## config.mk

```make
export PLATFORM = sky130hd
export DESIGN_NAME = i2c_host
export DESIGN_NICKNAME = d
export VERILOG_FILES = /design/src/common/eeprom_pkg.sv /design/src/i2c_host/i2c_host.sv
export SDC_FILE = /design/constraint.sdc
export NUM_CORES = 1
export LEC_CHECK = 0
export ABC_AREA = 1
export BUFFER_PORTS_ARGS = -buffer_cell sky130_fd_sc_hd__buf_2
export CORE_ASPECT_RATIO = 1.25
export CORE_UTILIZATION = 45
export DETAILED_ROUTE_END_ITERATION = 8
export PLACE_DENSITY = 0.63
export SYNTH_ARGS = -nofsm -noshare
export SYNTH_HDL_FRONTEND = slang
export SYNTH_SLANG_ARGS = --single-unit
```

## constraint.sdc

```tcl
create_clock -name scl -period 3.7 [get_ports scl]
set_clock_uncertainty 0.2 [all_clocks]
set_input_delay 0.74 -clock scl [delete_from_list [all_inputs] [get_ports scl]]
set_output_delay 0.74 -clock scl [all_outputs]
set_load 0.02 [all_outputs]
```

## src/common/eeprom_pkg.sv

```systemverilog
`default_nettype none

package eeprom_pkg;

    // Device type code in the top nibble of every control byte
    localparam logic [3:0] dev_type = 4'b1010;

    // Byte address, top three bits ride in the control byte
    localparam int addr_w = 11;

    localparam int mem_depth = 2048;

    // System clock cycles per quarter of a bus bit
    localparam int quarter_cycles = 4;

    typedef enum logic [2:0] {
        st_idle,
        st_ctrl,
        st_addr,
        st_wdata,
        st_rdata,
        st_ack
    } slave_state_t;

endpackage

`default_nettype wire
```

## src/i2c_host/i2c_host.sv

```systemverilog
`default_nettype none

module i2c_host (
    input  logic                          scl,
    input  logic                          rst,
    input  logic                          ready,
    input  logic                          cmd_write,
    input  logic                          cmd_read,
    input  logic [eeprom_pkg::addr_w-1:0] cmd_addr,
    input  logic [7:0]                    cmd_wdata,
    input  logic                          bus_dat_in,
    output logic                          host_clk_low,
    output logic                          host_dat_low,
    output logic                          busy,
    output logic                          done,
    output logic [7:0]                    rdata,
    output logic                          ack_err
);
    import eeprom_pkg::*;

    typedef enum logic [1:0] {ph_idle, ph_start, ph_byte, ph_stop} phase_t;

    phase_t                            phase;
    logic [$clog2(quarter_cycles)-1:0] qcnt;
    logic [1:0]                        quarter;
    logic [3:0]                        bit_cnt;
    logic [1:0]                        byte_idx;
    logic                              is_read;
    logic [addr_w-1:0]                 addr_q;
    logic [7:0]                        wdata_q;
    logic [7:0]                        tx_sh;
    logic                              accept;
    logic                              tick;
    logic                              rx_byte;
    logic                              last_byte;
    logic                              dat_val;

    // Bytes of a transaction in bus order
    function automatic logic [7:0] byte_sel(input logic [1:0] idx);
        case (idx)
            2'd0:    return {dev_type, addr_q[addr_w-1:8], 1'b0};
            2'd1:    return addr_q[7:0];
            2'd2:    return is_read ? {dev_type, addr_q[addr_w-1:8], 1'b1} : wdata_q;
            default: return 8'hff;
        endcase
    endfunction

    assign accept    = ready && !busy && (cmd_write || cmd_read);
    assign tick      = (qcnt == $bits(qcnt)'(quarter_cycles - 1));
    assign rx_byte   = is_read && (byte_idx == 2'd3);
    assign last_byte = (byte_idx == (is_read ? 2'd3 : 2'd2));

    // Clock low for the first half of every bit slot
    assign host_clk_low = (phase != ph_idle) && !quarter[1];

    // Line level for quarters 1 and 2 of the current slot
    always_comb
    begin
        case (phase)
            ph_start: dat_val = 1'b0;
            ph_stop:  dat_val = 1'b1;
            ph_byte:  dat_val = (bit_cnt < 4'd8) && !rx_byte && !tx_sh[7];
            default:  dat_val = 1'b0;
        endcase
    end

    always_ff @(posedge scl)
    begin
        if (rst)
        begin
            phase        <= ph_idle;
            qcnt         <= '0;
            quarter      <= '0;
            bit_cnt      <= '0;
            byte_idx     <= '0;
            busy         <= 1'b0;
            done         <= 1'b0;
            ack_err      <= 1'b0;
            host_dat_low <= 1'b0;
        end
        else
        begin
            done <= 1'b0;
            if (accept)
            begin
                phase    <= ph_start;
                busy     <= 1'b1;
                ack_err  <= 1'b0;
                byte_idx <= '0;
            end
            else if (phase != ph_idle)
            begin
                qcnt <= tick ? '0 : qcnt + 1'b1;
                if (tick)
                begin
                    quarter <= quarter + 1'b1;
                    // Bits change with the clock low, start and stop edges with it high
                    if (quarter == 2'd0)
                        host_dat_low <= dat_val;
                    else if (quarter == 2'd2 && phase != ph_byte)
                        host_dat_low <= !dat_val;

                    // Missing acknowledge sampled as the clock rises
                    if (quarter == 2'd1 && phase == ph_byte && bit_cnt == 4'd8
                        && !rx_byte && bus_dat_in)
                        ack_err <= 1'b1;

                    if (quarter == 2'd3)
                    begin
                        case (phase)
                            ph_start:
                            begin
                                phase   <= ph_byte;
                                bit_cnt <= '0;
                            end
                            ph_byte:
                            begin
                                if (bit_cnt != 4'd8)
                                    bit_cnt <= bit_cnt + 1'b1;
                                else if (ack_err || last_byte)
                                    phase <= ph_stop;
                                else if (is_read && byte_idx == 2'd1)
                                begin
                                    phase    <= ph_start;
                                    byte_idx <= 2'd2;
                                end
                                else
                                begin
                                    byte_idx <= byte_idx + 1'b1;
                                    bit_cnt  <= '0;
                                end
                            end
                            ph_stop:
                            begin
                                phase <= ph_idle;
                                busy  <= 1'b0;
                                done  <= 1'b1;
                            end
                            default: phase <= ph_idle;
                        endcase
                    end
                end
            end
        end
    end

    // Latched command and the byte shifters
    always_ff @(posedge scl)
    begin
        if (accept)
        begin
            is_read <= !cmd_write;
            addr_q  <= cmd_addr;
            wdata_q <= cmd_wdata;
        end
        if (tick && phase == ph_byte)
        begin
            if (quarter == 2'd1 && rx_byte && bit_cnt < 4'd8)
                rdata <= {rdata[6:0], bus_dat_in};
            if (quarter == 2'd3)
                tx_sh <= (bit_cnt == 4'd8) ? byte_sel(byte_idx + 1'b1) : {tx_sh[6:0], 1'b1};
        end
        if (tick && quarter == 2'd3 && phase == ph_start)
            tx_sh <= byte_sel(byte_idx);
    end

    a_done_ends_txn: assert property (@(posedge scl) disable iff (rst)
        done |-> $past(busy));

    // Data only moves under a high clock to form start or stop
    a_dat_stable: assert property (@(posedge scl) disable iff (rst)
        (!host_clk_low && $past(!host_clk_low) && phase inside {ph_idle, ph_byte})
        |-> $stable(host_dat_low));

endmodule

`default_nettype wire

```

## After elaboration in Yosys (flattened, before gate mapping)

Index checks and enable logic that the tools add are counted.

| word-level totals | value |
|---|---|
| bits of input ports | 25 |
| memory bits (writable) | 0 |
| ROM bits | 0 |
| word-level logic and storage cells | 129 |
| output and inout port bits | 13 |
| register bits | 52 |
| memories | 0 |
| bits in latches | 0 |

| operators by class | value |
|---|---|
| bitwise operators | 6 |
| equal/unequal tests | 22 |
| magnitude comparators | 1 |
| multiplexer cells | 31 |
| multiply operators | 0 |
| divide/modulo/power cells | 0 |
| reduce and logical (&&, ||, !) cells | 50 |
| add/subtract/negate cells | 4 |
| shifts and indexed selects | 0 |

Operators by type and width:

| operator | number |
|---|---|
| $pmux 8 s3 | 2 |
| $mux 8 | 5 |
| $reduce_bool 2->1 | 9 |
| $logic_and 1x1->1 | 17 |
| $eq 2x2->1 const B | 8 |
| $mux 1 | 13 |
| $mux 4 | 3 |
| $ne 3x3->1 const B | 4 |
| $mux 2 | 5 |
| $reduce_and 5->1 | 2 |
| $eq 2x1->1 const B | 4 |
| $ne 4x4->1 const B | 2 |
| $pmux 4 s2 | 1 |
| $reduce_and 4->1 | 2 |
| $reduce_and 7->1 | 1 |
| $add 2x1->2 const B | 3 |
| $logic_not 1->1 | 6 |
| $logic_not 2->1 | 3 |
| $not 1->1 | 6 |
| $reduce_and 2->1 | 3 |
| $reduce_and 3->1 | 2 |
| $reduce_and 6->1 | 1 |
| $reduce_or 5->1 | 1 |
| $add 4x1->4 const B | 1 |
| other kinds (8) | 10 |

## Depth between registers and ports, before layout

Gate-level depths: netlist of run 1.

| logic depth | value |
|---|---|
| word-level depth | 10 |
| depth in mapped cells | 12 |
| mapped depth without buffers | 11 |

## Worst setup path before layout of run 1

OpenSTA, ideal clock, no wires.

| path | value |
|---|---|
| kind | register to register |
| start point | reg qcnt[0] |
| end point | reg tx_sh[0], enable pin |
| cell stages (with the launch flop) | 6 |
| library setup time | 0.385 ns |
| path slack | 1.490 ns |
| data arrival time | 1.625 ns |
| clock period less this slack | 2.210 ns |
| buffers on the path | 0 |
| required time | 3.115 ns |
| path through | dfxtp_1 > ha_1 > nand2_2 > nor2_2 > inv_2 > a21boi_0 |

| on the way | value |
|---|---|
| longest elaborated chain between the ends | 5 |
| elaborated cells on any way between the ends | 7 |
| classes of those cells | 1 x eq/ne; 6 x reduce/logical |

RTL lines:

| item | line | RTL |
|---|---|---|
| start: declaration | i2c_host.sv:24 | `logic [$clog2(quarter_cycles)-1:0] qcnt;` |
| start signal: assignment | i2c_host.sv:93 | `qcnt <= tick ? '0 : qcnt + 1'b1;` |
| $eq 2x2->1 * | i2c_host.sv:49 | `assign tick = (qcnt == $bits(qcnt)'(quarter_cycles - 1));` |
| $logic_and 1x1->1 (2 in a row) | i2c_host.sv:163 | `if (tick && quarter == 2'd3 && phase == ph_start)` |
| $reduce_bool 2->1 (no line) | -- |  |
| $reduce_and 2->1 (no line) * | -- |  |
| end signal: assignment | i2c_host.sv:161 | `tx_sh <= (bit_cnt == 4'd8) ? byte_sel(byte_idx + 1'b1) : {tx_sh[6:0], 1'b1};` |
| end signal: assignment | i2c_host.sv:164 | `tx_sh <= byte_sel(byte_idx);` |
| end: declaration | i2c_host.sv:31 | `logic [7:0] tx_sh;` |

Every way passes the cells marked *; elsewhere a longest branch is shown, timed or not.
A chain may end at the register's enable or synchronous reset.

## Worst setup path after layout of run 1

| path | value |
|---|---|
| start point | reg qcnt[0] |
| end point | reg tx_sh[7], enable pin |

The elaborated chain is that of the path after synthesis.

==> results of run 1 <==
[how the worst max path moves through the flow]
stage	from	to	slack, ns
after floorplan	qcnt[0]	tx_sh[0]	1.49
final	qcnt[0]	tx_sh[7]	1.09
after global routing	qcnt[0]	tx_sh[1]	0.83
after CTS	qcnt[0]	tx_sh[4]	1.04
after detailed placement	qcnt[0]	tx_sh[6]	1.05
after global placement	qcnt[0]	tx_sh[1]	1.23
[metrics by stage]
step,util,total power [W],instance area [um2],hold WS [ns]
after global placement,0.5138,0.0007241,3009,0.2297
after detailed placement,0.5138,0.0007260,3009,0.2358
after CTS,0.5409,0.001254,3168,0.2593
after global routing,0.5409,0.001287,3168,0.2700
after floorplan,-,0.0006988,2746,0.2813
final,0.5409,0.001241,3168,0.2554
[cell usage in the layout, fill, tap and decap left out, types with 2 or more instances in the layout]
cell	n
o211a_1	2
dfxtp_1	16
nand2_2	6
o221ai_1	4
o21a_1	2
nor2_2	3
inv_1	37
nand2_1	50
a21oi_1	15
ha_1	20
nand4_1	3
o21ai_1	7
nand3_2	2
bufinv_16	3
xor2_1	2
edfxtp_1	36
buf_2	37
nor2_1	25
nor3_1	2
o22ai_1	2
o21ai_0	23
clkbuf_8	5
o211ai_1	5
nand3_1	12
inv_2	7
[registers in the layout, indices dropped and copies added (netlist names)]
register	count
quarter	2
tx_sh	8
rdata	8
done	1
addr_q	11
busy	1
ack_err	1
phase	2
host_dat_low	1
qcnt	2
bit_cnt	4
wdata_q	8
byte_idx	2
is_read	1
[area by class of cell]
| cell class | instances | area share |
|---|---|---|
| Inverter | 45 | 0.05332 |
| Tap cell | 82 | 0.03239 |
| Sequential cell | 52 | 0.4423 |
| Multi-Input combinational cell | 193 | 0.3610 |
| Timing Repair Buffer | 38 | 0.06082 |
| Clock inverter | 3 | 0.02844 |
| Clock buffer | 5 | 0.02172 |
[report_power, final]
part / internal [W] / switching (W)
Combinational: 0.0000245 / 0.0000378
Clock: 0.000338 / 0.000191
Sequential: 0.000639 / 0.0000108
[layer usage]
metal | share of wire | routed length [um]
met5 | 0 | 0
met4 | 0.021 | 115
met3 | 0.041 | 224
met1 | 0.46 | 2492
met2 | 0.48 | 2627
[cells by family (layout without fill, tap and decap cells)]
kind of cell / Yosys count / in the layout
DFF: 52 / 52
xor gates and xnor gates: 2 / 2
buffers and inverters: 49 / 91
and+or+nand+nor: 107 / 107
adders and majority gates: 20 / 20
AOI/OAI and AO/OA: 64 / 64
==> PnR_summary.wiki, run 1 <==
{| class="wikitable"
! Metric !! Value
|-
| Outcome || complete, no violations
|-
| Tightest Pin Transition || 1.086 ns
|-
| Dominant combinational cell family by area after synthesis || simple AND/OR/NAND/NOR gates
|-
| Post-synthesis to final-layout area growth || 15.35%
|-
| Endpoint arrival time on the critical path || between 2 and 2.5 ns
|-
| Instance count on the critical path || 5
|-
| Library cells used by synthesis || 33
|-
| Via-per-instance ratio || between 4 and 5
|-
| Primary FF master, synth || edfxtp_1
|-
| Fraction of synthesized area in multiplexers || 0
|-
| Count of final hold-check violations || 0
|-
| Clk_lat worst skew || around 0.31 ns
|-
| Unrepaired setup endpoints after global routing || false
|-
| Vertical die dimension || about 89 um
|-
| Most frequently used cell type in the post-synthesis netlist || nand2_1
|-
| Max incr delay on CP || 0.87 ns
|-
| Leading post-synthesis cells by instance count || 50 x nand2_1, 37 x inv_1, 36 x edfxtp_1, 25 x nor2_1, 23 x o21ai_0
|-
| Register-to-Register Path Depth || 5
|-
| Combined flip-flop and latch cell area || ~1400 um2
|-
| First-pass GRT wire length || about 8900 um
|-
| Fin cells || around 420
|-
| Total setup violations reported at the end of the flow || 0
|-
| Reg-to-reg slack, setup || ~1.1 ns
|-
| Aggregate routed wire length || between 5000 and 6000 um
|-
| H-tree levels || 2
|-
| Initial cell density of the core || 0.4689
|-
| Sequence of cells on the critical path || ha_1 > nand2_2 > nor2_2 > inv_2 > a21boi_0
|-
| Place WS || between 1 and 1.5 ns
|-
| Yosys top cell area share || 0.3936
|-
| Number of synthesized flops with an enable pin || 36
|-
| Antenna cells || 0
|-
| Met1 usage in global routing || 0.2249
|-
| CP Max Fanout || 10
|-
| Final GP Congestion || 0.8433
|-
| VDD IR max || roughly 0.00024 V
|-
| Max clock buf depth || 2
|-
| Crit-path leading delay family || compound AO/OA/AOI/OAI gates
|-
| Starting DRC count in detailed routing || 120
|-
| TritonCTS Buffers || 5
|-
| Post-Synth Adder-Cell Area || 0.09112
|-
| Remaining design rule violation count || 0
|-
| Xor-xnor portion of the synthesized cell area || 0.006378
|-
| Area of the mapped netlist || between 2000 and 3000 um2
|-
| Clock sink count || 52
|-
| Reg-to-reg critical path startpoint || qcnt[0]
|-
| Total track usage || 0.1819
|-
| Number of cells after detailed placement || 410
|-
| Count of nets after finishing || 380
|-
| Detailed placer's ending HPWL || about 4000 um
|-
| Endpoint with the worst hold slack || rdata[7]
|-
| Syn Inst Count || 294
|-
| Achievable frequency || ~0.38 GHz
|-
| Number of flip-flops and latches in the synthesized netlist || 52
|-
| Required time of the critical path || between 3 and 4 ns
|-
| Worst min-delay path category || reg -> reg
|-
| Post_cts resized || 0
|-
| Final Max Slew Viols || 0
|-
| Dominant cells by area after synthesis || edfxtp_1 39%, dfxtp_1 12%, ha_1 9.1%
|-
| Post-layout minimum cycle time || roughly 2.6 ns
|-
| Die boundary width || about 72 um
|-
| Most used routing layer in global routing || met2
|-
| Category of the worst setup path launch point || register
|-
| Clk root buf || clkbuf_8
|-
| Worst path bufs/invs || 1
|-
| Count of pins on the block boundary || 38
|-
| Part of the Yosys area used for sequential elements || 0.5103
|-
| Clock transition at the register clock pins on the worst setup and hold paths after CTS || around 0.09 ns
|-
| Layout filler cell count || 522
|-
| FP Rows || 31
|-
| Setup TNS Final || 0 ns
|-
| Compound-cell area share of the yosys netlist || 0.1399
|-
| Fraction of final layout cells with drive strength greater than 1 || 0.2024
|-
| Via count of the first global-routing pass || between 1,500 and 2,000
|-
| Yosys synthesis warning count || 0
|-
| Largest net degree at the start of global routing || 23
|-
| Kind of critical path || reg -> reg
|-
| Crit. End Element || register
|-
| Setup ws final || about 1.1 ns
|-
| Global route overflow || 0
|-
| Number of antenna violations at the first check in global routing || 0
|-
| Average cell area after synthesis || around 9.3 um2
|-
| Simple-gate share of the synthesized area || 0.1790
|-
| Cts-stage hold buffer count || 0
|-
| Post-synth net total || 339
|-
| Routed length per placed instance || 13.06 um
|-
| Hold Path Depth || 0
|-
| Number of post-CTS setup repair buffers || 0
|-
| Die outline area || approximately 6400 um2
|-
| Multi-input logic area || around 1100 um2
|-
| Antenna-violating nets left || 0
|-
| Library cell occupying the most area in the post-synthesis netlist || edfxtp_1
|-
| CP max stage cell || a21boi_0
|-
| TritonCTS clock tree || yes
|-
| Fraction of the cycle the final worst path needs || 0.7061
|-
| End of the worst register-to-register path || tx_sh[7]
|-
| Count of input and output buffers || 37
|-
| Fraction of met3 tracks used by global routing || 0.03946
|-
| Pwr dens || 391.7 nW/um2
|-
| Leakage power of the design || 1.292 nW
|-
| M2 GR Usage || 0.3062
|-
| Std-Cell Core Area || 5857 um2
|-
| Relative max-transition margin || 0.2692
|-
| Max-cap violation count || 0
|-
| Fraction of registers with async set or reset after synthesis || 0
|-
| Via Count || roughly 2,100
|-
| Drt first pass iters || 4
|-
| Beginning of the worst hold path || rdata[6]
|}
No activity file was read; power rests on OpenSTA's default activity.
==> run 2: changes to the inputs <==
--- a/config.mk
+++ b/config.mk
@@ -10,7 +10,7 @@
 export CORE_ASPECT_RATIO = 1.25
 export CORE_UTILIZATION = 45
 export DETAILED_ROUTE_END_ITERATION = 8
-export PLACE_DENSITY = 0.63
+export PLACE_DENSITY = 0.65
 export SYNTH_ARGS = -nofsm -noshare
 export SYNTH_HDL_FRONTEND = slang
 export SYNTH_SLANG_ARGS = --single-unit
==> constraint.sdc (replaced) <==
create_clock -name scl -period 2.2 [get_ports scl]
set_clock_uncertainty 0.2 [all_clocks]
set_input_delay 0.44 -clock scl [delete_from_list [all_inputs] [get_ports scl]]
set_output_delay 0.44 -clock scl [all_outputs]
set_load 0.02 [all_outputs]
==> run 2 against run 1 <==
Effect of this change:
- first-iteration DRC count is 22% lower
- highest routed layer unchanged
- sequential share of layout area rose by 0.45 points
- critical path type is now reg -> out
- sequential cell count unchanged
- largest power group unchanged
==> PnR_summary.wiki, run 2 (synthesis gave the netlist of run 1 again) <==
{| class="wikitable"
! Metric !! Value
|-
| Crit. End Element || output pin
|-
| Clk root buf || clkbuf_8
|-
| Initial cell density of the core || 0.4689
|-
| Number of post-CTS setup repair buffers || 0
|-
| Final GP Congestion || 0.8452
|-
| Clk_lat worst skew || 0.31 ns
|-
| Antenna-violating nets left || 0
|-
| Via count of the first global-routing pass || 1,900
|-
| Post-layout minimum cycle time || ~2 ns
|-
| Register-to-Register Path Depth || 8
|-
| TritonCTS clock tree || yes
|-
| Fraction of final layout cells with drive strength greater than 1 || 0.2124
|-
| Count of pins on the block boundary || 38
|-
| Post_cts resized || 0
|-
| Worst min-delay path category || in -> reg
|-
| Design area || 3142 um2
|-
| Largest net degree at the start of global routing || 21
|-
| Required time of the critical path || roughly 1.6 ns
|-
| CP Max Fanout || 4
|-
| Starting DRC count in detailed routing || 94
|-
| Combined flip-flop and latch cell area || 1404 um2
|-
| Achievable frequency || approximately 0.5 GHz
|-
| H-tree levels || 2
|-
| Layout filler cell count || 568
|-
| Total setup violations reported at the end of the flow || 0
|-
| Instance count on the critical path || 4
|-
| Leakage power of the design || roughly 1.3 nW
|-
| Cts-stage hold buffer count || 0
|-
| Global route overflow || 0
|-
| Detailed placer's ending HPWL || between 4000 and 5000 um
|-
| Post-place instance area || 3032 um2
|-
| Drt first pass iters || 4
|-
| Routed length per placed instance || ~13 um
|-
| Reg-to-reg slack, setup || 0.27 ns
|-
| CP max stage cell || dfxtp_1
|-
| Count of nets after finishing || 383
|-
| Total track usage || 0.1830
|-
| Relative max-transition margin || 0.6565
|-
| Reg-to-reg critical path startpoint || byte_idx[0]
|-
| Pwr dens || ~590 nW/um2
|-
| Beginning of the worst hold path || cmd_wdata[7]
|-
| Setup TNS Final || 0 ns
|-
| Max incr delay on CP || 0.38 ns
|-
| Multi-input logic area || 1144 um2
|-
| Clock transition at the register clock pins on the worst setup and hold paths after CTS || around 0.10 ns
|-
| Die boundary width || 71.88 um
|-
| Aggregate routed wire length || around 5400 um
|-
| Count of final hold-check violations || 0
|-
| Register with the most flip-flops || addr_q
|-
| Kind of critical path || reg -> out
|-
| Std-Cell Core Area || around 5900 um2
|-
| Fraction of the cycle the final worst path needs || 0.8933
|-
| Count of input and output buffers || 37
|-
| Via Count || 2,071
|-
| End of the worst register-to-register path || tx_sh[5]
|-
| Most frequent cells in the layout || 50 x nand2_1, 37 x inv_1, 37 x buf_2, 36 x edfxtp_1, 25 x nor2_1
|-
| First-pass GRT wire length || about 9000 um
|-
| Final Max Slew Viols || 0
|-
| Tightest Pin Transition || about 0.5 ns
|-
| Via-per-instance ratio || about 5
|-
| Remaining design rule violation count || 0
|-
| Antenna cells || 0
|-
| Critical path origin || phase[0]
|-
| Category of the worst setup path launch point || register
|-
| Endpoint of the worst setup timing path || host_clk_low
|-
| Sequence of cells on the critical path || inv_1 > ha_1 > nor2_1 > buf_2
|-
| Post-synthesis to final-layout area growth || 14.40%
|-
| Unrepaired setup endpoints after global routing || false
|-
| Endpoint arrival time on the critical path || 1.33 ns
|-
| Worst path bufs/invs || 2
|-
| Crit-path leading delay family || flip-flops
|-
| Die outline area || roughly 6400 um2
|-
| TritonCTS Buffers || 5
|-
| VDD IR max || 0.0002664 V
|-
| Number of flip-flops under the largest register name || 11
|-
| Most common library cell in the layout ignoring fill and taps || nand2_1
|-
| Max clock buf depth || 2
|-
| Outcome || complete, no violations
|-
| Number of antenna violations at the first check in global routing || 0
|-
| Max-cap violation count || 0
|-
| FP Rows || 31
|-
| Clock sink count || 52
|-
| Vertical die dimension || between 80 and 90 um
|}
run 2: per-layer routing:
metal / wire, um / track usage / vias to the layer above / share of wire
li1: - / - / 1075 / -
met1: 2506 / 0.2402 / 947 / 0.47
met2: 2622 / 0.3070 / 45 / 0.49
met3: 208 / 0.03382 / 4 / 0.039
met4: 41 / 0.05882 / 0 / 0.0076
met5: 0 / 0 / - / 0
run 2: where the power goes:
group          switching [W]  internal [W]  total, W
Combinational      0.0000668     0.0000432  0.000110
Sequential         0.0000180       0.00107   0.00109
Clock               0.000303      0.000338  0.000641
run 2: worst min path at each step:
stage | endpoint | slack (ns) | cells after the start
after CTS | wdata_q[7] | 0.09 | 1
after global routing | wdata_q[5] | 0.08 | 1
after global placement | rdata[2] | 0.23 | 0
after floorplan | qcnt[1] | 0.28 | 2
after detailed placement | rdata[3] | 0.24 | 0
final | wdata_q[7] | 0.1 | 1
run 2: through the flow:
step,util,instances,power [W],setup slack [ns],hold slack [ns]
global placement,0.5176,413,0.001224,0.2491,0.2294
floorplan,-,294,0.001175,0.005228,0.2813
detailed placement,0.5176,413,0.001225,0.1879,0.2361
global route,0.5364,421,0.001925,0.09858,0.07803
finish,0.5364,421,0.001842,0.2348,0.09669
CTS,0.5360,421,0.001864,0.1551,0.08787
run 2: final cells by class:
cell class	instances	share of cell area
Clock inverter	2	0.01115
Sequential cell	52	0.4468
Inverter	45	0.05376
Multi-Input combinational cell	193	0.3640
Clock buffer	6	0.02310
Timing Repair Buffer	41	0.06850
Tap cell	82	0.03266
==> run 3: changes to the inputs <==
--- a/config.mk
+++ b/config.mk
@@ -5,12 +5,11 @@
 export SDC_FILE = /design/constraint.sdc
 export NUM_CORES = 1
 export LEC_CHECK = 0
-export ABC_AREA = 1
 export BUFFER_PORTS_ARGS = -buffer_cell sky130_fd_sc_hd__buf_2
 export CORE_ASPECT_RATIO = 1.25
 export CORE_UTILIZATION = 45
 export DETAILED_ROUTE_END_ITERATION = 8
-export PLACE_DENSITY = 0.65
+export PLACE_DENSITY = 0.66
 export SYNTH_ARGS = -nofsm -noshare
 export SYNTH_HDL_FRONTEND = slang
 export SYNTH_SLANG_ARGS = --single-unit
==> run 3 against run 2 <==
Effect of this change:
- the run now ends with DRC left
- via count fell by 4.4%
- register-to-register slack got worse by 0.11 ns
- die area fell by 2.7%
- sequential cell count did not move
- fmax fell by 3.5%
- final area fell by 1.7%
- area after synthesis fell by 2.7%
- combinational power barely moved
- critical path depth rose by 1
- synthesized cell count fell by 19%
- non-clock buffer count rose by 6
- critical endpoint is now bit_cnt[2]
==> PnR_summary.wiki, run 3 <==
{| class="wikitable"
! Metric !! Value
|-
| Outcome || complete, but fails checks
|-
| Violated checks || DRC
|-
| Count of final hold-check violations || 0
|-
| Register with the most flip-flops || addr_q
|-
| Yosys synthesis warning count || 0
|-
| Dominant cells by area after synthesis || edfxtp_1 40%, dfxtp_1 12%, ha_1 9.4%
|-
| Detailed placer's ending HPWL || between 3000 and 4000 um
|-
| Antenna-violating nets left || 0
|-
| Part of the Yosys area used for sequential elements || 0.5246
|-
| Via-per-instance ratio || 5.687
|-
| H-tree levels || 2
|-
| Count of input and output buffers || 37
|-
| Final Max Slew Viols || 0
|-
| Post-layout minimum cycle time || between 2 and 2.5 ns
|-
| Via Count || 1,979
|-
| Most frequent cells in the layout || 37 x buf_2, 36 x edfxtp_1, 20 x ha_1, 16 x nor2_1, 16 x dfxtp_1
|-
| Endpoint arrival time on the critical path || ~2 ns
|-
| Library cell occupying the most area in the post-synthesis netlist || edfxtp_1
|-
| Max-cap violation count || 0
|-
| VDD IR max || just over 0.0006 V
|-
| Initial cell density of the core || 0.4653
|-
| Drt first pass iters || 6
|-
| Yosys top cell area share || 0.4047
|-
| Count of pins on the block boundary || 38
|-
| Clk root buf || clkbuf_8
|-
| Routed length per placed instance || 15.48 um
|-
| Std-Cell Core Area || 5741 um2
|-
| Post-synthesis to final-layout area growth || 15.60%
|-
| Primary FF master, synth || edfxtp_1
|-
| FP Rows || 31
|-
| Max clock buf depth || 2
|-
| Antenna cells || 0
|-
| Fraction of registers with async set or reset after synthesis || 0
|-
| Leakage power of the design || ~1.2 nW
|-
| Remaining design rule violation count || 4
|-
| Vertical die dimension || between 80 and 90 um
|-
| Die outline area || about 6300 um2
|-
| Number of synthesized flops with an enable pin || 36
|-
| Category of the worst setup path launch point || register
|-
| Number of flip-flops under the largest register name || 11
|-
| Achievable frequency || 0.4908 GHz
|-
| Total setup violations reported at the end of the flow || 0
|-
| Post_cts resized || 0
|-
| Fraction of final layout cells with drive strength greater than 1 || 0.2234
|-
| Clock sink count || 52
|-
| Worst min-delay path category || in -> reg
|-
| Most common library cell in the layout ignoring fill and taps || buf_2
|-
| Pwr dens || between 500 and 600 nW/um2
|-
| Cts-stage hold buffer count || 0
|-
| Unrepaired setup endpoints after global routing || false
|-
| Final GP Congestion || about 0.84
|-
| Total track usage || 0.1826
|-
| Library cells used by synthesis || 44
|-
| Tightest Pin Transition || ~0.53 ns
|-
| Syn Inst Count || 239
|-
| Die boundary width || 70.91 um
|-
| Number of post-CTS setup repair buffers || 0
|-
| Aggregate routed wire length || between 5000 and 6000 um
|-
| Endpoint of the worst setup timing path || bit_cnt[2]
|-
| Crit. End Element || register
|-
| Clk_lat worst skew || approximately 0.30 ns
|-
| Area of the mapped netlist || between 2000 and 3000 um2
|-
| Kind of critical path || reg -> reg
|-
| Register-to-Register Path Depth || 5
|-
| Final Core Density || 0.5379
|-
| Leading post-synthesis cells by instance count || 36 x edfxtp_1, 20 x ha_1, 16 x dfxtp_1, 16 x nor2_1
|-
| Required time of the critical path || about 2.2 ns
|-
| Fraction of the cycle the final worst path needs || 0.9261
|-
| Setup TNS Final || 0 ns
|-
| Largest net degree at the start of global routing || 21
|-
| Global route overflow || 0
|-
| Most frequently used cell type in the post-synthesis netlist || edfxtp_1
|-
| End of the worst register-to-register path || bit_cnt[2]
|-
| Number of antenna violations at the first check in global routing || 0
|-
| Clock transition at the register clock pins on the worst setup and hold paths after CTS || 0.09 ns
|-
| Layout filler cell count || between 500 and 600
|-
| Count of nets after finishing || 326
|-
| First-pass GRT wire length || about 8700 um
|-
| Starting DRC count in detailed routing || 80
|-
| TritonCTS clock tree || yes
|-
| Relative max-transition margin || 0.6458
|-
| Reg-to-reg critical path startpoint || byte_idx[0]
|-
| TritonCTS Buffers || 5
|-
| Number of flip-flops and latches in the synthesized netlist || between 50 and 60
|-
| Average cell area after synthesis || around 11 um2
|-
| Critical path origin || byte_idx[0]
|-
| Post-synth net total || 284
|-
| CP Max Fanout || 13
|-
| Reg-to-reg slack, setup || between 0.15 and 0.2 ns
|-
| Via count of the first global-routing pass || between 1,500 and 2,000
|}
run 3: through the flow:
step / setup slack [ns] / std cells / hold slack [ns] / cell area (um2) / total power [W]
finish: 0.1627 / 348 / 0.1045 / 3088 / 0.001850
global route: 0.02384 / 348 / 0.08880 / 3088 / 0.001911
CTS: 0.1698 / 348 / 0.09809 / 3088 / 0.001871
detailed placement: 0.1924 / 340 / 0.2302 / 2977 / 0.001225
global placement: 0.2191 / 340 / 0.2355 / 2977 / 0.001223
floorplan: 0.1420 / 239 / 0.2399 / 2676 / 0.001173
run 3: cell families (layout without fill, tap and decap cells):
group | Yosys count | in the layout | share of synthesized area
XOR/XNOR | 3 | 3 | 0.009838
flip-flops | 52 | 52 | 0.5246
adder cells (fa/ha/maj) | 20 | 20 | 0.09368
multiplexers | 8 | 8 | 0.03138
AO/OA/AOI/OAI | 70 | 70 | 0.1831
buffers and inverters | 24 | 67 | 0.03747
AND/OR/NAND/NOR | 62 | 62 | 0.1199
run 3: worst max-delay path: stages (launching register included):
cell and delay (ns):
dfxtp_1 0.32, buf_4 0.16, ha_1 0.36, a221o_1 0.43
a311oi_1 0.32, o22ai_1 0.13
run 3: where the power goes:
group | switching (W) | internal [W] | total (W)
clock network | 0.000311 | 0.000337 | 0.000648
registers | 0.0000203 | 0.00107 | 0.00109
logic | 0.0000571 | 0.0000521 | 0.000109
run 3: layer usage:
metal | GRT usage | vias to the layer above | part of all wire
met5 | 0 | - | 0
met4 | 0.07273 | 0 | 0.022
met3 | 0.03682 | 9 | 0.032
met2 | 0.3287 | 47 | 0.50
met1 | 0.2141 | 942 | 0.45
li1 | - | 981 | -
run 3: worst min-delay path by stage:
stage | from | endpoint | slack [ns] | cells after the start
floorplan | bit_cnt[2] | bit_cnt[2] | 0.24 | 1
global placement | rdata[2] | rdata[3] | 0.24 | 0
detailed placement | rdata[4] | rdata[5] | 0.23 | 0
CTS | cmd_addr[6] | addr_q[6] | 0.1 | 1
global route | cmd_addr[5] | addr_q[5] | 0.09 | 1
finish | cmd_addr[7] | addr_q[7] | 0.10 | 1
run 3: layout make-up:
| type | count | area, um2 | area share |
|---|---|---|---|
| Clock inverter | 3 | 42.54 | 0.01378 |
| Timing Repair Buffer | 47 | 272.8 | 0.08833 |
| Multi-Input combinational cell | 163 | 1175 | 0.3805 |
| Clock buffer | 5 | 68.82 | 0.02229 |
| Inverter | 12 | 45.04 | 0.01459 |
| Sequential cell | 52 | 1401 | 0.4538 |
| Tap cell | 66 | 82.58 | 0.02674 |
