$ cat config.mk
export PLATFORM = sky130hd
export DESIGN_NAME = eeprom_slave
export DESIGN_NICKNAME = d
export VERILOG_FILES = /design/src/common/eeprom_pkg.sv /design/src/eeprom/eeprom_slave.sv
export SDC_FILE = /design/constraint.sdc
export NUM_CORES = 1
export LEC_CHECK = 0
export ABC_AREA = 0
export CAP_MARGIN = 20
export CORE_MARGIN = 10
export CORE_UTILIZATION = 30
export CTS_BUF_LIST = sky130_fd_sc_hd__clkbuf_4 sky130_fd_sc_hd__clkbuf_8 sky130_fd_sc_hd__clkbuf_16
export DETAILED_ROUTE_END_ITERATION = 8
export DONT_BUFFER_PORTS = 1
export GPL_ROUTABILITY_DRIVEN = 1
export SLEW_MARGIN = 10
export SYNTH_ARGS = -nofsm -noshare
export SYNTH_HDL_FRONTEND = slang
export SYNTH_SLANG_ARGS = --single-unit
$ cat constraint.sdc
create_clock -name scl -period 5 [get_ports scl]
set_input_delay 0.5 -clock scl [delete_from_list [all_inputs] [get_ports scl]]
set_output_delay 0.5 -clock scl [all_outputs]
set_load 0.02 [all_outputs]
$ cat src/common/eeprom_pkg.sv
`default_nettype none

package eeprom_pkg;

    // Device type code in the top nibble of every control byte
    localparam logic [3:0] dev_type = 4'b1010;

    // Byte address, top three bits ride in the control byte
    localparam int addr_w = 11;

    localparam int mem_depth = 2048;

    // System clock cycles per quarter of a bus bit
    localparam int quarter_cycles = 4;

    typedef enum logic [2:0] {
        st_idle,
        st_ctrl,
        st_addr,
        st_wdata,
        st_rdata,
        st_ack
    } slave_state_t;

endpackage

`default_nettype wire
$ cat src/eeprom/eeprom_slave.sv
`default_nettype none

module eeprom_slave (
    input  logic                          scl,
    input  logic                          rst,
    input  logic                          bus_clk_in,
    input  logic                          bus_dat_in,
    input  logic [7:0]                    mem_rdata,
    output logic                          slave_dat_low,
    output logic                          mem_we,
    output logic                          mem_re,
    output logic [eeprom_pkg::addr_w-1:0] mem_addr,
    output logic [7:0]                    mem_wdata
);
    import eeprom_pkg::*;

    slave_state_t state;
    slave_state_t after_ack;
    logic [2:0]   clk_s;
    logic [2:0]   dat_s;
    logic [3:0]   bit_cnt;
    logic [1:0]   start_cnt;
    logic [7:0]   sh;
    logic         clk_rise;
    logic         clk_fall;
    logic         start_c;
    logic         stop_c;
    logic         ctrl_ok;

    // Two synchronizer stages, the third holds the previous level
    always_ff @(posedge scl)
    begin
        if (rst)
        begin
            clk_s <= '1;
            dat_s <= '1;
        end
        else
        begin
            clk_s <= {clk_s[1:0], bus_clk_in};
            dat_s <= {dat_s[1:0], bus_dat_in};
        end
    end

    assign clk_rise = clk_s[1] && !clk_s[2];
    assign clk_fall = !clk_s[1] && clk_s[2];
    assign start_c  = clk_s[1] && clk_s[2] && dat_s[2] && !dat_s[1];
    assign stop_c   = clk_s[1] && clk_s[2] && !dat_s[2] && dat_s[1];

    // Write control after the first start, read control after a repeated start
    assign ctrl_ok = (sh[7:4] == dev_type)
                     && (sh[0] ? (start_cnt == 2'd2) : (start_cnt == 2'd1));

    always_ff @(posedge scl)
    begin
        if (rst)
        begin
            state         <= st_idle;
            after_ack     <= st_idle;
            bit_cnt       <= '0;
            start_cnt     <= '0;
            slave_dat_low <= 1'b0;
            mem_we        <= 1'b0;
            mem_re        <= 1'b0;
        end
        else
        begin
            mem_we <= 1'b0;
            mem_re <= 1'b0;
            if (stop_c)
            begin
                state         <= st_idle;
                start_cnt     <= '0;
                slave_dat_low <= 1'b0;
            end
            else if (start_c)
            begin
                state         <= st_ctrl;
                start_cnt     <= (state == st_idle) ? 2'd1 : 2'd2;
                bit_cnt       <= '0;
                slave_dat_low <= 1'b0;
            end
            else if (clk_rise)
            begin
                // Master acknowledge slot closes a read
                if (state == st_rdata && bit_cnt == 4'd8)
                    state <= st_idle;
                else if (state != st_idle && state != st_ack)
                    bit_cnt <= bit_cnt + 1'b1;
            end
            else if (clk_fall)
            begin
                case (state)
                    st_ctrl, st_addr, st_wdata:
                    begin
                        if (bit_cnt == 4'd8)
                        begin
                            if (state == st_ctrl && !ctrl_ok)
                                state <= st_idle;
                            else
                            begin
                                state         <= st_ack;
                                slave_dat_low <= 1'b1;
                                mem_we        <= (state == st_wdata);
                                mem_re        <= (state == st_ctrl) && sh[0];
                            end
                            case (state)
                                st_ctrl: after_ack <= sh[0] ? st_rdata : st_addr;
                                st_addr: after_ack <= st_wdata;
                                default: after_ack <= st_idle;
                            endcase
                        end
                    end
                    st_rdata:
                        slave_dat_low <= (bit_cnt != 4'd8) && !sh[6];
                    st_ack:
                    begin
                        state         <= after_ack;
                        bit_cnt       <= '0;
                        slave_dat_low <= (after_ack == st_rdata) && !mem_rdata[7];
                    end
                    default: ;
                endcase
            end
        end
    end

    // Shared shifter, in on rising edges and out on falling edges during a read
    always_ff @(posedge scl)
    begin
        if (clk_rise && state != st_rdata)
            sh <= {sh[6:0], dat_s[1]};
        if (clk_fall && state == st_ack && after_ack == st_rdata)
            sh <= mem_rdata;
        else if (clk_fall && state == st_rdata)
            sh <= {sh[6:0], 1'b0};

        if (clk_fall && bit_cnt == 4'd8)
        begin
            if (state == st_ctrl)
                mem_addr[addr_w-1:8] <= sh[3:1];
            if (state == st_addr)
                mem_addr[7:0] <= sh;
            if (state == st_wdata)
                mem_wdata <= sh;
        end
    end

    a_we_re_excl: assert property (@(posedge scl) disable iff (rst)
        !(mem_we && mem_re));

    a_idle_released: assert property (@(posedge scl) disable iff (rst)
        (state == st_idle) |-> !slave_dat_low);

endmodule

`default_nettype wire

After elaboration in Yosys (flattened, before gate mapping)
Index checks and enable logic that the tools add are counted.
{"block": "word_totals", "regBits": 48, "in_bits": 12, "out_inout_bits": 22, "word_cells": 112}
{"block": "op_classes", "addsub": 1, "n_eq_ne": 21, "mux": 23, "bitwise_logic": 6, "reduce_logical": 47}
{"operator": "two-way mux 4 bit", "n": 6}
{"operator": "two-way mux 8 bit", "n": 3}
{"operator": "logical AND 1 bit", "n": 19}
{"operator": "two-way mux 3 bit", "n": 6}
{"operator": "nonzero test 3 bit", "n": 6}
{"operator": "!= test 3 bit (second input constant)", "n": 4}
{"operator": "one-hot mux 3 bit (2 select lines)", "n": 2}
{"operator": "AND reduction 5 bit", "n": 2}
{"operator": "== test 3 bit (second input constant)", "n": 3}
{"operator": "== test 4 bit (second input constant)", "n": 2}
{"operator": "!= test 4 bit (second input constant)", "n": 2}
{"operator": "AND reduction 4 bit", "n": 2}
{"operator": "OR reduction 8 bit", "n": 1}
{"operator": "zero test 1 bit", "n": 7}
{"operator": "== test 3 x 2 -> 1 bit (second input constant)", "n": 2}
{"operator": "!= test 3 x 1 -> 1 bit (second input constant)", "n": 2}
{"operator": "inverter 1 bit", "n": 6}
{"operator": "AND reduction 2 bit", "n": 3}
{"operator": "AND reduction 6 bit", "n": 1}
{"operator": "OR reduction 3 bit", "n": 2}
{"operator": "adder 4 x 1 -> 4 bit (second input constant)", "n": 1}
{"operator": "two-way mux 1 bit", "n": 4}
{"operator": "!= test 2 bit (second input constant)", "n": 2}
{"operator": "nonzero test 4 bit", "n": 1}
{"operator": "other kinds (9)", "n": 9}

Longest topological paths before layout
Gate-level depths: netlist of the first run.
{"block": "depth", "ltp_word": 11, "depth_mapped": 6, "mapped_depth_nobuf": 6}

Least setup slack after synthesis of the first run
Ideal clock, no wire load.
{"block": "synth_timing", "kind": "register to register", "start": "reg bit_cnt[0]", "end": "reg mem_wdata[0] (enable)", "setup_time_ns": 0.387, "arrival_ns": 1.587, "required_time_ns": 4.613, "slack_ns": 3.026, "stages_incl_launch_ff": 6, "n_path_buf": 0, "period_less_slack_ns": 1.974, "cell_sequence": "dfxtp_1 inv_1 ha_1 and3b_1 nand3_1 nor3b_1"}
{"block": "synth_via", "elab_chain_len": 3}
{"item": "start: declaration", "line_no": "eeprom_slave.sv:21", "rtl": "logic [3:0] bit_cnt;"}
{"item": "start signal: assignment", "line_no": "eeprom_slave.sv:89", "rtl": "bit_cnt <= bit_cnt + 1'b1;"}
{"item": "== test 4 bit", "line_no": "eeprom_slave.sv:138", "rtl": "if (clk_fall && bit_cnt == 4'd8)"}
{"item": "logical AND 1 bit", "line_no": "eeprom_slave.sv:138"}
{"item": "AND reduction 2 bit (no line)"}
{"item": "end signal: assignment", "line_no": "eeprom_slave.sv:145", "rtl": "mem_wdata <= sh;"}
{"item": "end: declaration", "line_no": "eeprom_slave.sv:13", "rtl": "output logic [7:0] mem_wdata"}
No other way between the ends.
A chain may end at the register's enable or synchronous reset.

Final worst setup path of the first run
{"block": "layout_timing", "start": "reg state[0]", "end": "reg sh[1] (data pin)"}
{"block": "layout_via", "elab_chain_len": 4, "elab_cells_between_ends": 7}
{"item": "start: declaration", "line_no": "eeprom_slave.sv:17", "rtl": "slave_state_t state;"}
{"item": "start signal: assignment", "line_no": "eeprom_slave.sv:58", "rtl": "state <= st_idle;"}
{"item": "start signal: assignment", "line_no": "eeprom_slave.sv:72", "rtl": "state <= st_idle;"}
{"item": "start signal: assignment", "line_no": "eeprom_slave.sv:78", "rtl": "state <= st_ctrl;"}
{"item": "== test 3 bit (on tied branches)", "line_no": "eeprom_slave.sv:135, eeprom_slave.sv:133"}
{"item": "logical AND 1 bit (on tied branches)", "line_no": "eeprom_slave.sv:135, eeprom_slave.sv:133"}
{"item": "two-way mux 8 bit or logical AND 1 bit (tied branches)", "line_no": "eeprom_slave.sv:135, eeprom_slave.sv:133"}
{"item": "two-way mux 8 bit *", "line_no": "eeprom_slave.sv:133", "rtl": "if (clk_fall && state == st_ack && after_ack == st_rdata)"}
{"item": "end signal: assignment", "line_no": "eeprom_slave.sv:132", "rtl": "sh <= {sh[6:0], dat_s[1]};"}
{"item": "end signal: assignment", "line_no": "eeprom_slave.sv:134", "rtl": "sh <= mem_rdata;"}
{"item": "end signal: assignment", "line_no": "eeprom_slave.sv:136", "rtl": "sh <= {sh[6:0], 1'b0};"}
{"item": "end: declaration", "line_no": "eeprom_slave.sv:23", "rtl": "logic [7:0] sh;"}
Every way passes the cells marked *; elsewhere a longest branch is shown, timed or not.

==> results of run 1 <==
[stage by stage]
step           hold WS, ps  total power, mW  utilization [%]  std cells
2_1_floorplan          389            0.451                -        186
3_3_place_gp           393            0.456             32.8        276
3_5_place_dp           396            0.456             32.9        277
4_1_cts                250            0.743             34.6        285
5_1_grt                243            0.765             34.6        285
6_report               260            0.734             34.6        285
[worst reg2reg max path: cells and delay by family, from the launching register on]
family	cells	cell delay, ps
simple gates	3	890
flops	1	640
mux	1	340
[synthesized netlist by cell type, drive strengths merged (2+ instances only)]
library cell / count
inv: 7
nor2b: 5
edfxtp: 27
nor3b: 2
mux2: 7
nand3b: 4
nor2: 9
mux2i: 7
nand2: 8
ha: 6
buf: 3
dfxtp: 21
or2: 9
o21ai: 5
and3b: 4
clkbuf: 4
a2111oi: 2
nor3: 5
nand3: 8
nor4: 2
o21a: 2
or3: 2
nand2b: 7
a21oi: 7
o31a: 2
and3: 3
[cell families after synthesis]
| kind of cell | Yosys count | share of synthesized area (%) |
|---|---|---|
| AND/OR/NAND/NOR | 74 | 20.1 |
| flip-flops | 48 | 56.6 |
| AO/OA/AOI/OAI | 29 | 9.83 |
| buffers and inverters | 14 | 2.87 |
| multiplexers | 14 | 6.84 |
| adder cells (fa/ha/maj) | 6 | 3.45 |
| XOR/XNOR | 1 | 0.402 |
[worst max-delay path by stage]
stage                    start            to  slack [ps]  depth (start not counted)
floorplan           bit_cnt[0]  mem_wdata[0]        3030                          5
global placement    bit_cnt[0]   mem_addr[1]        2720                          5
detailed placement    state[0]         sh[1]        2920                          4
CTS                   state[0]         sh[1]        2890                          4
global route          state[0]         sh[1]        2750                          4
finish                state[0]         sh[1]        2890                          4
[state kept, by name (all words and copies together) (netlist names), 2 cells and up]
signal,cells
sh,8
bit_cnt,4
dat_s,3
mem_addr,11
start_cnt,2
state,3
mem_wdata,8
after_ack,3
clk_s,3
[cell type report]
| cell class | instances | area [um^2] |
|---|---|---|
| fillers | 699 | 4520 |
| multi-input cells | 124 | 883 |
| repair buffers | 2 | 12.5 |
| inverters | 7 | 26.3 |
| well taps | 96 | 120 |
| clock inverters | 3 | 46.3 |
| flip-flops and latches | 48 | 1230 |
| clock buffers | 5 | 68.8 |
[power by group]
part / switching, mW / total (mW) / internal [mW] / leakage [nW]
Sequential: 0.00474 / 0.422 / 0.417 / 0.413
Combinational: 0.0138 / 0.0249 / 0.0111 / 0.333
Clock: 0.136 / 0.287 / 0.151 / 0.0548
Total: 0.154 / 0.734 / 0.579 / 0.801
[metal layers]
layer,vias up,global-route usage (%),share of wire [%]
met3,5,2.83,6.6
met1,684,10.5,45
li1,699,-,-
met4,0,3.82,1.8
met5,-,0,0
met2,48,12.8,47
==> results, run 1 <==
- The leakage power summed over all cells is 0.801 nW.
- The post-CTS clock slew at the launch and capture registers of the worst setup and hold paths is 90 ps.
- The final critical-path setup slack is 2890 ps.
- For the worst-skew pair, the clock arrives at the later sink with an insertion delay of 300 ps.
- Dividing the detail-routed wire length by the instance count gives 16.2 um.
- Data on the critical path is required at its endpoint by 5060 ps.
- In this run the tightest slew margin relative to its limit is 54.2%.
- The number of enable flip-flop cells after synthesis is 27.
- Once placement finished, the instance area stood at 2270 um^2.
- TritonCTS created 5 clock buffers.
- The overall via count from detail_route is 1436.
- The fraction of the yosys area taken by sequential cells is 56.6%.
- The power density over the cells is 307 nW/um^2.
- The number of buffers and inverters on the critical path is 0.
- The clock net sink count is 48.
- The unique cell type count in the Yosys netlist is 47.
- The peak fanout along the critical path is 18.
- The leading area contributor after synthesis is sky130_fd_sc_hd__edfxtp_1.
- In this design, the stage delay of the slowest critical-path cell is 640 ps.
- The flow ran to the end, and the final reports show no timing, DRC or antenna violations.
- The cell depth of the worst hold path is 1.
- Setup repair after global routing left no endpoint under its margin.
- Global routing used 8.41% of the available tracks across all layers.
- The transition time at the pin with the least slew margin is 682 ps.
- TritonCTS built the clock tree.
- The setup slack of the most critical reg-to-reg path is 2890 ps.
- During I/O placement, the number of pins put on the boundary was 34.
- The global-route wire length before repair is 7640 um.
- The total wire length after detailed routing is 4620 um.
- The critical path class is reg -> reg.
- Leaving out fill and tap cells, the most frequent cells in the layout are sky130_fd_sc_hd__edfxtp_1, sky130_fd_sc_hd__dfxtp_1, sky130_fd_sc_hd__nor2_1, sky130_fd_sc_hd__or2_2.
- Counting cells, the worst reg-to-reg path comes to 4.
- The final-report hold violation count was 0.
- Among cell families on the critical path, the largest total delay comes from simple AND/OR/NAND/NOR gates.
- Counting every net in the synthesized netlist gives 204.
- The most frequent standard cell in the layout excluding fill and tap cells is sky130_fd_sc_hd__edfxtp_1.
- For this run, the number of Yosys warnings is 0.
- The worst-case IR drop observed on VDD is 0.122 mV.
- After global routing the overflow that remains totals 0.
- Routability-driven placement finished with a final weighted congestion of 0.852.
- Input and output buffers added on the ports amount to 0.
- Of the post-synthesis cell area, the dominant cell type holds 37.2%.
- The final number of max-transition violations is 0.
- The die covers 11100 um^2.
- The cell count after synthesis is 186.
- Static timing analysis puts the maximum clock frequency at 473 MHz.
- The die is 105 um wide.
- The cell area after synthesis is 2180 um^2.
- The launch instance of the worst min-delay path is rst.
- The die extent in y is 105 um.
- The finished cells cover 2390 um^2.
- The pin count of the biggest net entering global routing is 19.
- The type of the worst min-delay path is in -> reg.
- The clock tree synthesis step divided the H-tree into 2 levels.
- The core region is 6910 um^2.
- Hold repair after CTS inserted 0 buffers.
- For this run, design rule violations remaining after detail routing come to 0.
- OpenSTA, run right after detailed placement, puts the worst setup slack at 2920 ps.
- After detailed routing, the number of vias per cell comes to 5.04.
- The predominant post-synthesis flop cell is sky130_fd_sc_hd__edfxtp_1.
- The area growth from synthesis to layout is 9.71%.
- Setup total negative slack on the finished layout was measured at 0 ps.
- The maximum buffer depth of the clock tree is 2.
- Yosys attributes the largest share of cell area to sky130_fd_sc_hd__edfxtp_1, sky130_fd_sc_hd__dfxtp_1, sky130_fd_sc_hd__mux2_2.
- The kind of launch point of the worst setup path is a register.
- The final layout net count is 206.
- Counting flops and latches in the post-synthesis netlist gives 48.
- The repair_antennas step left the layout with diodes totalling 0.
- The fraction of synthesis flops using an asynchronous set or reset pin is 0%.
- For the worst setup path, the data arrival time is 2170 ps.
- Once detail routing completed, the nets flagged for antenna violations numbered 0.
- The post-cts repair resize count is 0.
- The number of DRC violations after detailed-routing iteration 0 is 139.
- The post-route fraction of the period consumed by the critical path is 42.3%.
- The number of global-route vias before repair is 1432.
- For this run, the detailed router's first-pass iteration total came to 4.
- The capture point of the worst reg-to-reg path is sh[1].
- The tree is rooted in a sky130_fd_sc_hd__clkbuf_8.
- The number of setup violations in the final report is 0.
- The initial antenna violation count is 0.
- Traced cell by cell, the critical path runs through nand3b_1 > nor3_1 > nand2_1 > mux2_2.
- The half-perimeter wire length of the detailed placement result is 3430 um.
- Of the cells placed in the final design, the portion with a size suffix greater than 1 is 15.3%.
- The floorplan has 30 rows.
- For this design, the slowest cell found on the critical path is sky130_fd_sc_hd__dfxtp_1.
- The initial standard-cell utilization of the core is 31.5%.
- For hold timing, the worst endpoint is after_ack[0].
- The synthesized area per cell is 11.7 um^2.
- The tool flagged a number of max-cap violations equal to 0.
- The startpoint identified for the worst register-to-register timing path is state[0].
- The worst path in the final design needs a cycle of 2110 ps, including I/O delays and setup.
- STA classifies the critical path endpoint as a register.
- The worst clock skew on the final layout is 4.49 ps.
- Buffers added to address setup during post-CTS repair amount to 0.
No activity file was read; power rests on OpenSTA's default activity.
==> run 2: changes to the inputs <==
- clock period: 5 -> 1.7 ns (I/O delays scaled with it)
==> run 2 against run 1 <==
- combinational power grew to 5.4 times the previous value
- via count grew 13%
- the flow now finishes with violations (setup timing)
- highest routed layer unchanged
- die area is the same
- sequential cell count is the same
- sequential share of layout area shrank 8.0 points
- setup slack lost 3000 ps
- clock skew grew 5.8 ps
==> results, run 2 (synthesized netlist as in run 1, its figures left out) <==
- The die area is 11100 um^2 (unchanged).
- The total of max-cap violations is 0 (unchanged).
- The launch instance of the worst min-delay path is rst (unchanged).
- The global route total overflow is 0 (unchanged).
- The final-report hold violation count is 0 (unchanged).
- The post-layout minimum cycle time came to 1780 ps (was 2110 ps).
- The final critical-path setup slack is -80.2 ps (was 2890 ps).
- The critical path arrival is 2020 ps (was 2170 ps).
- The fmax is 562 MHz (was 473 MHz).
- The die outline width is 105 um (unchanged).
- The critical path class is reg -> reg (unchanged).
- The overall via count from detail_route is 1616 (was 1436).
- The count of placed standard cells in the final layout, fillers left out is 325 (was 285).
- The power density over the cells is 725 nW/um^2 (was 307 nW/um^2).
- The type of the worst min-delay path is in -> reg (unchanged).
- The global-route wire length before repair was 8200 um (was 7640 um).
- The stage delay of the slowest cell on the critical path came to 460 ps (was 640 ps).
- The sum of internal, switching and leakage power is 2.07 mW (was 0.734 mW).
- The gate family responsible for the most delay along the worst path is simple AND/OR/NAND/NOR gates (unchanged).
- The number of top-level pins is 34 (unchanged).
- The floorplan core area is 6910 um^2 (unchanged).
- The post-detailed-route count of antenna-violating nets is 0 (unchanged).
- The number of DRC violations after detailed-routing iteration 0 was 101 (was 139).
- The pin count of the biggest net entering global routing is 16 (was 19).
- Crit-path cells: ha_4 > and3b_2 > or3_4 > or4b_1 > mux2i_1 (was nand3b_1 > nor3_1 > nand2_1 > mux2_2).
- The post-route fraction of the period consumed by the critical path is 105% (was 42.3%).
- The critical path's slowest cell is sky130_fd_sc_hd__or4b_1 (was sky130_fd_sc_hd__dfxtp_1).
- The clock latency reported for the late side of the worst-skew pair was 300 ps (about the same).
- The H-tree depth reported by CTS came to 2 (unchanged).
- Unrepaired setup endpoints after global routing: yes (was no).
- The routability congestion estimate from global placement is 0.891 (was 0.852).
- The number of setup violations in the final report is 1 (was 0).
- The number of optimization iterations in the first detailed-route pass came to 4 (unchanged).
- The peak supply drop is 0.320 mV (was 0.122 mV).
- The register bank with the most flops is mem_addr (unchanged).
- The total placed cells including tap cells is 309 (was 277).
- The relative slew slack is 72.9% (was 54.2%).
- Leading cell types in the layout, fill and taps excluded: sky130_fd_sc_hd__buf_4, sky130_fd_sc_hd__edfxtp_1, sky130_fd_sc_hd__dfxtp_1 (was sky130_fd_sc_hd__edfxtp_1, sky130_fd_sc_hd__dfxtp_1, sky130_fd_sc_hd__nor2_1, sky130_fd_sc_hd__or2_2).
- The number of port buffers came to 0 (unchanged).
- The checks that failed: setup timing.
- The clock net sink count is 48 (unchanged).
- The final number of max-transition violations is 0 (unchanged).
- The area overhead of the layout relative to synthesis is 31.0% (was 9.71%).
- The maximum buffer depth of the clock tree is 2 (unchanged).
- The initial standard-cell utilization of the core is 31.5% (unchanged).
- The worst clock skew on the final layout is 10.3 ps (was 4.49 ps).
- The number of flip-flops under the largest register name is 11 (unchanged).
- The final layout net count is 246 (was 206).
- The startpoint of the worst-slack reg-to-reg timing path is clk_s[2] (was state[0]).
- The total clock buffers created by CTS is 5 (unchanged).
- The die extent in y is 105 um (unchanged).
- The nature of the critical path endpoint is a register (unchanged).
- The transition time at the pin with the least slew margin is 404 ps (was 682 ps).
- Outcome: finished with violations (was completed).
- The total global routing track utilization is 9.04% (was 8.41%).
- The count of standard-cell rows is 30 (unchanged).
- Biggest registers after layout: mem_addr (11), mem_wdata (8), sh (8) (unchanged).
- The TritonCTS clock tree is built (unchanged).
- The DRC violation count after routing was 0 (unchanged).
- The via density per instance is 4.97 (was 5.04).
- The worst setup slack before clock tree synthesis is -146 ps (was 2920 ps).
- The beginning of the critical path is clk_s[2] (was state[0]).
- The number of global-route vias before repair is 1599 (was 1432).
- The half-perimeter wire length of the detailed placement result is 3820 um (was 3430 um).
- The fraction of final layout cells sized beyond drive strength 1 came to 41.9% (was 15.3%).
- The master cell of the clock root buffer is sky130_fd_sc_hd__clkbuf_8 (unchanged).
- The most frequent standard cell in the layout excluding fill and tap cells was sky130_fd_sc_hd__buf_4 (was sky130_fd_sc_hd__edfxtp_1).
- The total wire length after detailed routing is 5190 um (was 4620 um).
- The leakage power summed over all cells is 1.00 nW (was 0.801 nW).
- The number of buffers and inverters on the critical path was 0 (unchanged).
- The kind of launch point of the worst setup path was a register (unchanged).
- The routed length per instance is 16.0 um (was 16.2 um).
- The post-CTS clock slew at the launch and capture registers of the worst setup and hold paths is 90 ps (about the same).
- The initial antenna violation count came to 0 (unchanged).
- The data required time of the worst path is 1940 ps (was 5060 ps).
- The peak fanout along the critical path is 4 (was 18).
- The final antenna diode count is 0 (unchanged).
run 2: changes by cell type in the layout (fill, tap and decap cells not counted), moves of 3 or more:
cell,delta
sky130_fd_sc_hd__buf_4,+37
sky130_fd_sc_hd__inv_2,+3
sky130_fd_sc_hd__ha_1,-5
sky130_fd_sc_hd__inv_1,-3
sky130_fd_sc_hd__ha_4,+3
sky130_fd_sc_hd__dfxtp_1,-4
sky130_fd_sc_hd__dlygate4sd3_1,+3
run 2: where the power goes:
part / leakage (nW) / total [mW] / switching [mW] / internal [mW]
sequential: 0.414 / 1.24 / 0.0117 / 1.23
clock: 0.0462 / 0.697 / 0.392 / 0.305
combinational: 0.544 / 0.134 / 0.0646 / 0.0689
run 2: layout make-up:
type | count | area (um^2)
clock buffer | 6 | 76.3
inverter | 7 | 26.3
sequential | 48 | 1240
tap | 96 | 120
multi-input combinational | 124 | 1050
timing repair buffer | 42 | 327
clock inverter | 2 | 12.5
fill | 676 | 4050
run 2: worst paths after layout:
kind,slack [ps],endpoint,cells after the start
setup / recovery,-80,state[1],5
hold / removal,40,start_cnt[0],2
setup reg to reg,-80,state[1],5
hold reg to reg,410,dat_s[1],1
run 2: repair_timing:
| item | 4_1_cts | 5_1_grt |
|---|---|---|
| endpoints found under the hold margin | 9 | 0 |
| buffers inserted | 1 | 4 |
| setup endpoints to repair | 8 | 44 |
| resized for setup | 9 | 29 |
| pin swaps | 4 | 10 |
| hold buffers | 3 | 0 |
run 2: per-layer routing:
metal / routed length (um) / vias up / GRT usage (%) / part of all wire [%]
li1: - / 772 / - / -
met1: 2200 / 798 / 10.8 / 42
met2: 2640 / 40 / 14.9 / 51
met3: 274 / 6 / 2.58 / 5.3
met4: 77 / 0 / 3.43 / 1.5
met5: 0 / - / 0 / 0
run 2: stage by stage:
step                TNS [ps]  util [%]  cell area, um^2  hold slack [ps]
floorplan               -163         -             2190              274
global placement        -383      36.7             2530              247
detailed placement      -531      36.7             2530              247
CTS                     -156      39.1             2700             35.1
global route            -422      41.3             2850             43.8
finish                 -80.2      41.3             2850             37.0
==> run 3: changes to the inputs <==
- HOLD_SLACK_MARGIN: not set -> 0.15
==> run 3 against run 2 <==
- combinational power is 12% higher
- non-clock buffer count up 8
- cell area is 2.6% higher
- sequential share of layout area shrank 1.1 points
- clock skew shrank 4.6 ps
- clock power shrank 1%
- the run still ends with setup timing left
==> results, run 3 (synthesized netlist as in run 1, its figures left out) <==
- The number of buffers and inverters on the critical path is 0 (unchanged).
- The total negative slack was -67.7 ps (was -80.2 ps).
- The area overhead of the layout relative to synthesis is 34.4% (was 31.0%).
- The peak fanout along the critical path is 4 (unchanged).
- The cell depth of the worst hold path is 3 (was 2).
- The post-CTS clock slew at the launch and capture registers of the worst setup and hold paths came to 90 ps (about the same).
- The total clock buffers created by CTS came to 5 (unchanged).
- The die extent in y is 105 um (unchanged).
- Violations in the final reports: setup timing (unchanged).
- The final layout net count is 254 (was 246).
- The power density over the cells is 710 nW/um^2 (was 725 nW/um^2).
- The post-detailed-route count of antenna-violating nets is 0 (unchanged).
- The initial standard-cell utilization of the core was 31.5% (unchanged).
- The fmax was 566 MHz (was 562 MHz).
- The critical path's slowest cell is sky130_fd_sc_hd__or4b_1 (unchanged).
- The number of fill cells in the layout is 672 (was 676).
- The kind of launch point of the worst setup path is a register (unchanged).
- The relative slew slack was 72.8% (was 72.9%).
- The number of setup violations in the final report is 1 (unchanged).
- The fraction of final layout cells sized beyond drive strength 1 is 40.5% (was 41.9%).
- The routability congestion estimate from global placement was 0.891 (unchanged).
- The final-report hold violation count was 0 (unchanged).
- The launch instance of the worst min-delay path is rst (unchanged).
- The number of flip-flops under the largest register name was 11 (unchanged).
- The transition time at the pin with the least slew margin is 405 ps (was 404 ps).
- The capture point of the worst reg-to-reg path is state[1] (unchanged).
- The DRC violation count after routing was 0 (unchanged).
- The number of port buffers is 0 (unchanged).
- The clock net sink count came to 48 (unchanged).
- The leakage power summed over all cells was 1.04 nW (was 1.00 nW).
- The overall via count from detail_route is 1650 (was 1616).
- The H-tree depth reported by CTS is 2 (unchanged).
- The via density per instance is 4.95 (was 4.97).
- The critical path arrival is 2000 ps (was 2020 ps).
- The number of DRC violations after detailed-routing iteration 0 is 124 (was 101).
- The peak supply drop is 0.320 mV (about the same).
- The post-route fraction of the period consumed by the critical path is 104% (was 105%).
- The routed length per instance is 16.0 um (about the same).
- The number of optimization iterations in the first detailed-route pass is 4 (unchanged).
- The number of global-route vias before repair came to 1646 (was 1599).
- The global route total overflow is 0 (unchanged).
- The gate family responsible for the most delay along the worst path is simple AND/OR/NAND/NOR gates (unchanged).
- The master cell of the clock root buffer is sky130_fd_sc_hd__clkbuf_8 (unchanged).
- The total wire length after detailed routing came to 5320 um (was 5190 um).
- The startpoint of the worst-slack reg-to-reg timing path is clk_s[2] (unchanged).
- The register bank with the most flops was mem_addr (unchanged).
- Unrepaired setup endpoints after global routing: yes (unchanged).
- The nature of the critical path endpoint is a register (unchanged).
- The end point of the worst hold path was state[1] (was start_cnt[0]).
- The setup slack of the most critical reg-to-reg path is -70 ps (was -80 ps).
- The worst clock skew on the final layout is 5.73 ps (was 10.3 ps).
- The post-layout minimum cycle time came to 1770 ps (was 1780 ps).
- The total of max-cap violations is 0 (unchanged).
- The data required time of the worst path came to 1930 ps (was 1940 ps).
- The clock latency reported for the late side of the worst-skew pair is 300 ps (about the same).
- Leading cell types in the layout, fill and taps excluded: sky130_fd_sc_hd__buf_4, sky130_fd_sc_hd__edfxtp_1, sky130_fd_sc_hd__dfxtp_1 (unchanged).
- The sum of internal, switching and leakage power came to 2.08 mW (was 2.07 mW).
- The number of top-level pins was 34 (unchanged).
- The TritonCTS clock tree is built (unchanged).
- The type of the worst min-delay path is in -> reg (unchanged).
- The maximum buffer depth of the clock tree is 2 (unchanged).
- Biggest registers after layout: mem_addr (11), mem_wdata (8), sh (8) (unchanged).
- The die outline width is 105 um (unchanged).
- The most frequent standard cell in the layout excluding fill and tap cells is sky130_fd_sc_hd__buf_4 (unchanged).
- The pin count of the biggest net entering global routing came to 16 (unchanged).
- The beginning of the critical path is clk_s[2] (unchanged).
- The half-perimeter wire length of the detailed placement result was 3820 um (unchanged).
- The worst-case reg-to-reg path depth is 5 (unchanged).
- The global-route wire length before repair is 8360 um (was 8200 um).
- The die area was 11100 um^2 (unchanged).
- The critical path class is reg -> reg (unchanged).
- The stage delay of the slowest cell on the critical path is 460 ps (about the same).
- The worst setup slack before clock tree synthesis is -146 ps (unchanged).
- The final number of max-transition violations came to 0 (unchanged).
- The final critical-path setup slack came to -67.7 ps (was -80.2 ps).
- The floorplan core area was 6910 um^2 (unchanged).
- The final core area utilization is 42.4% (was 41.3%).
- The final antenna diode count was 0 (unchanged).
- Crit-path cells: ha_4 > and3b_2 > or3_4 > or4b_1 > mux2i_1 (unchanged).
- Outcome: finished with violations (unchanged).
- The initial antenna violation count is 0 (unchanged).
- The count of standard-cell rows is 30 (unchanged).
- The total global routing track utilization is 9.22% (was 9.04%).
-- run 3: worst register-to-register path: stages, from the launching register on --
cell and delay, ps:
sky130_fd_sc_hd__dfxtp_4 380, sky130_fd_sc_hd__ha_4 160, sky130_fd_sc_hd__and3b_2 200, sky130_fd_sc_hd__or3_4 370, sky130_fd_sc_hd__or4b_1 470, sky130_fd_sc_hd__mux2i_1 130
-- run 3: timing repair --
item                                    4_1_cts  5_1_grt
setup buffers                                 1        4
endpoints found under the hold margin        20        0
hold buffers                                 11        0
gates resized for setup                       9       28
endpoints found under the setup margin        8       44
pin swaps                                     4        9
-- run 3: routing by layer --
metal,vias to the layer above,routed length [um],track usage (%)
li1,788,-,-
met3,6,245,2.46
met5,-,0,0
met4,0,78,3.43
met1,815,2290,11.0
met2,41,2710,15.4
-- run 3: final cells by class --
type / instances / area [um^2] / area share (%)
clock buffer: 6 / 76.3 / 2.61
tap: 96 / 120 / 4.10
clock inverter: 2 / 12.5 / 0.428
inverter: 7 / 26.3 / 0.898
sequential: 48 / 1240 / 42.4
multi-input combinational: 124 / 1040 / 35.7
timing repair buffer: 50 / 407 / 13.9
-- run 3: power breakdown --
part | internal [mW] | leakage, nW | switching [mW]
Combinational | 0.0811 | 0.579 | 0.0691
Sequential | 1.23 | 0.414 | 0.0119
Clock | 0.305 | 0.0462 | 0.385
-- run 3: how the worst max path moves through the flow --
stage	slack (ps)	cells past startpoint	end
floorplan	-60	6	state[1]
global placement	-100	6	bit_cnt[3]
detailed placement	-150	7	slave_dat_low
CTS	-70	5	state[1]
global route	-110	5	state[1]
finish	-70	5	state[1]
-- run 3: per-stage QoR --
step	cell area, um^2	hold slack (ps)	std cells
after detailed placement	2530	247	309
after global placement	2530	247	309
final	2930	168	333
after global routing	2930	168	333
after floorplan	2190	274	186
after CTS	2780	164	329
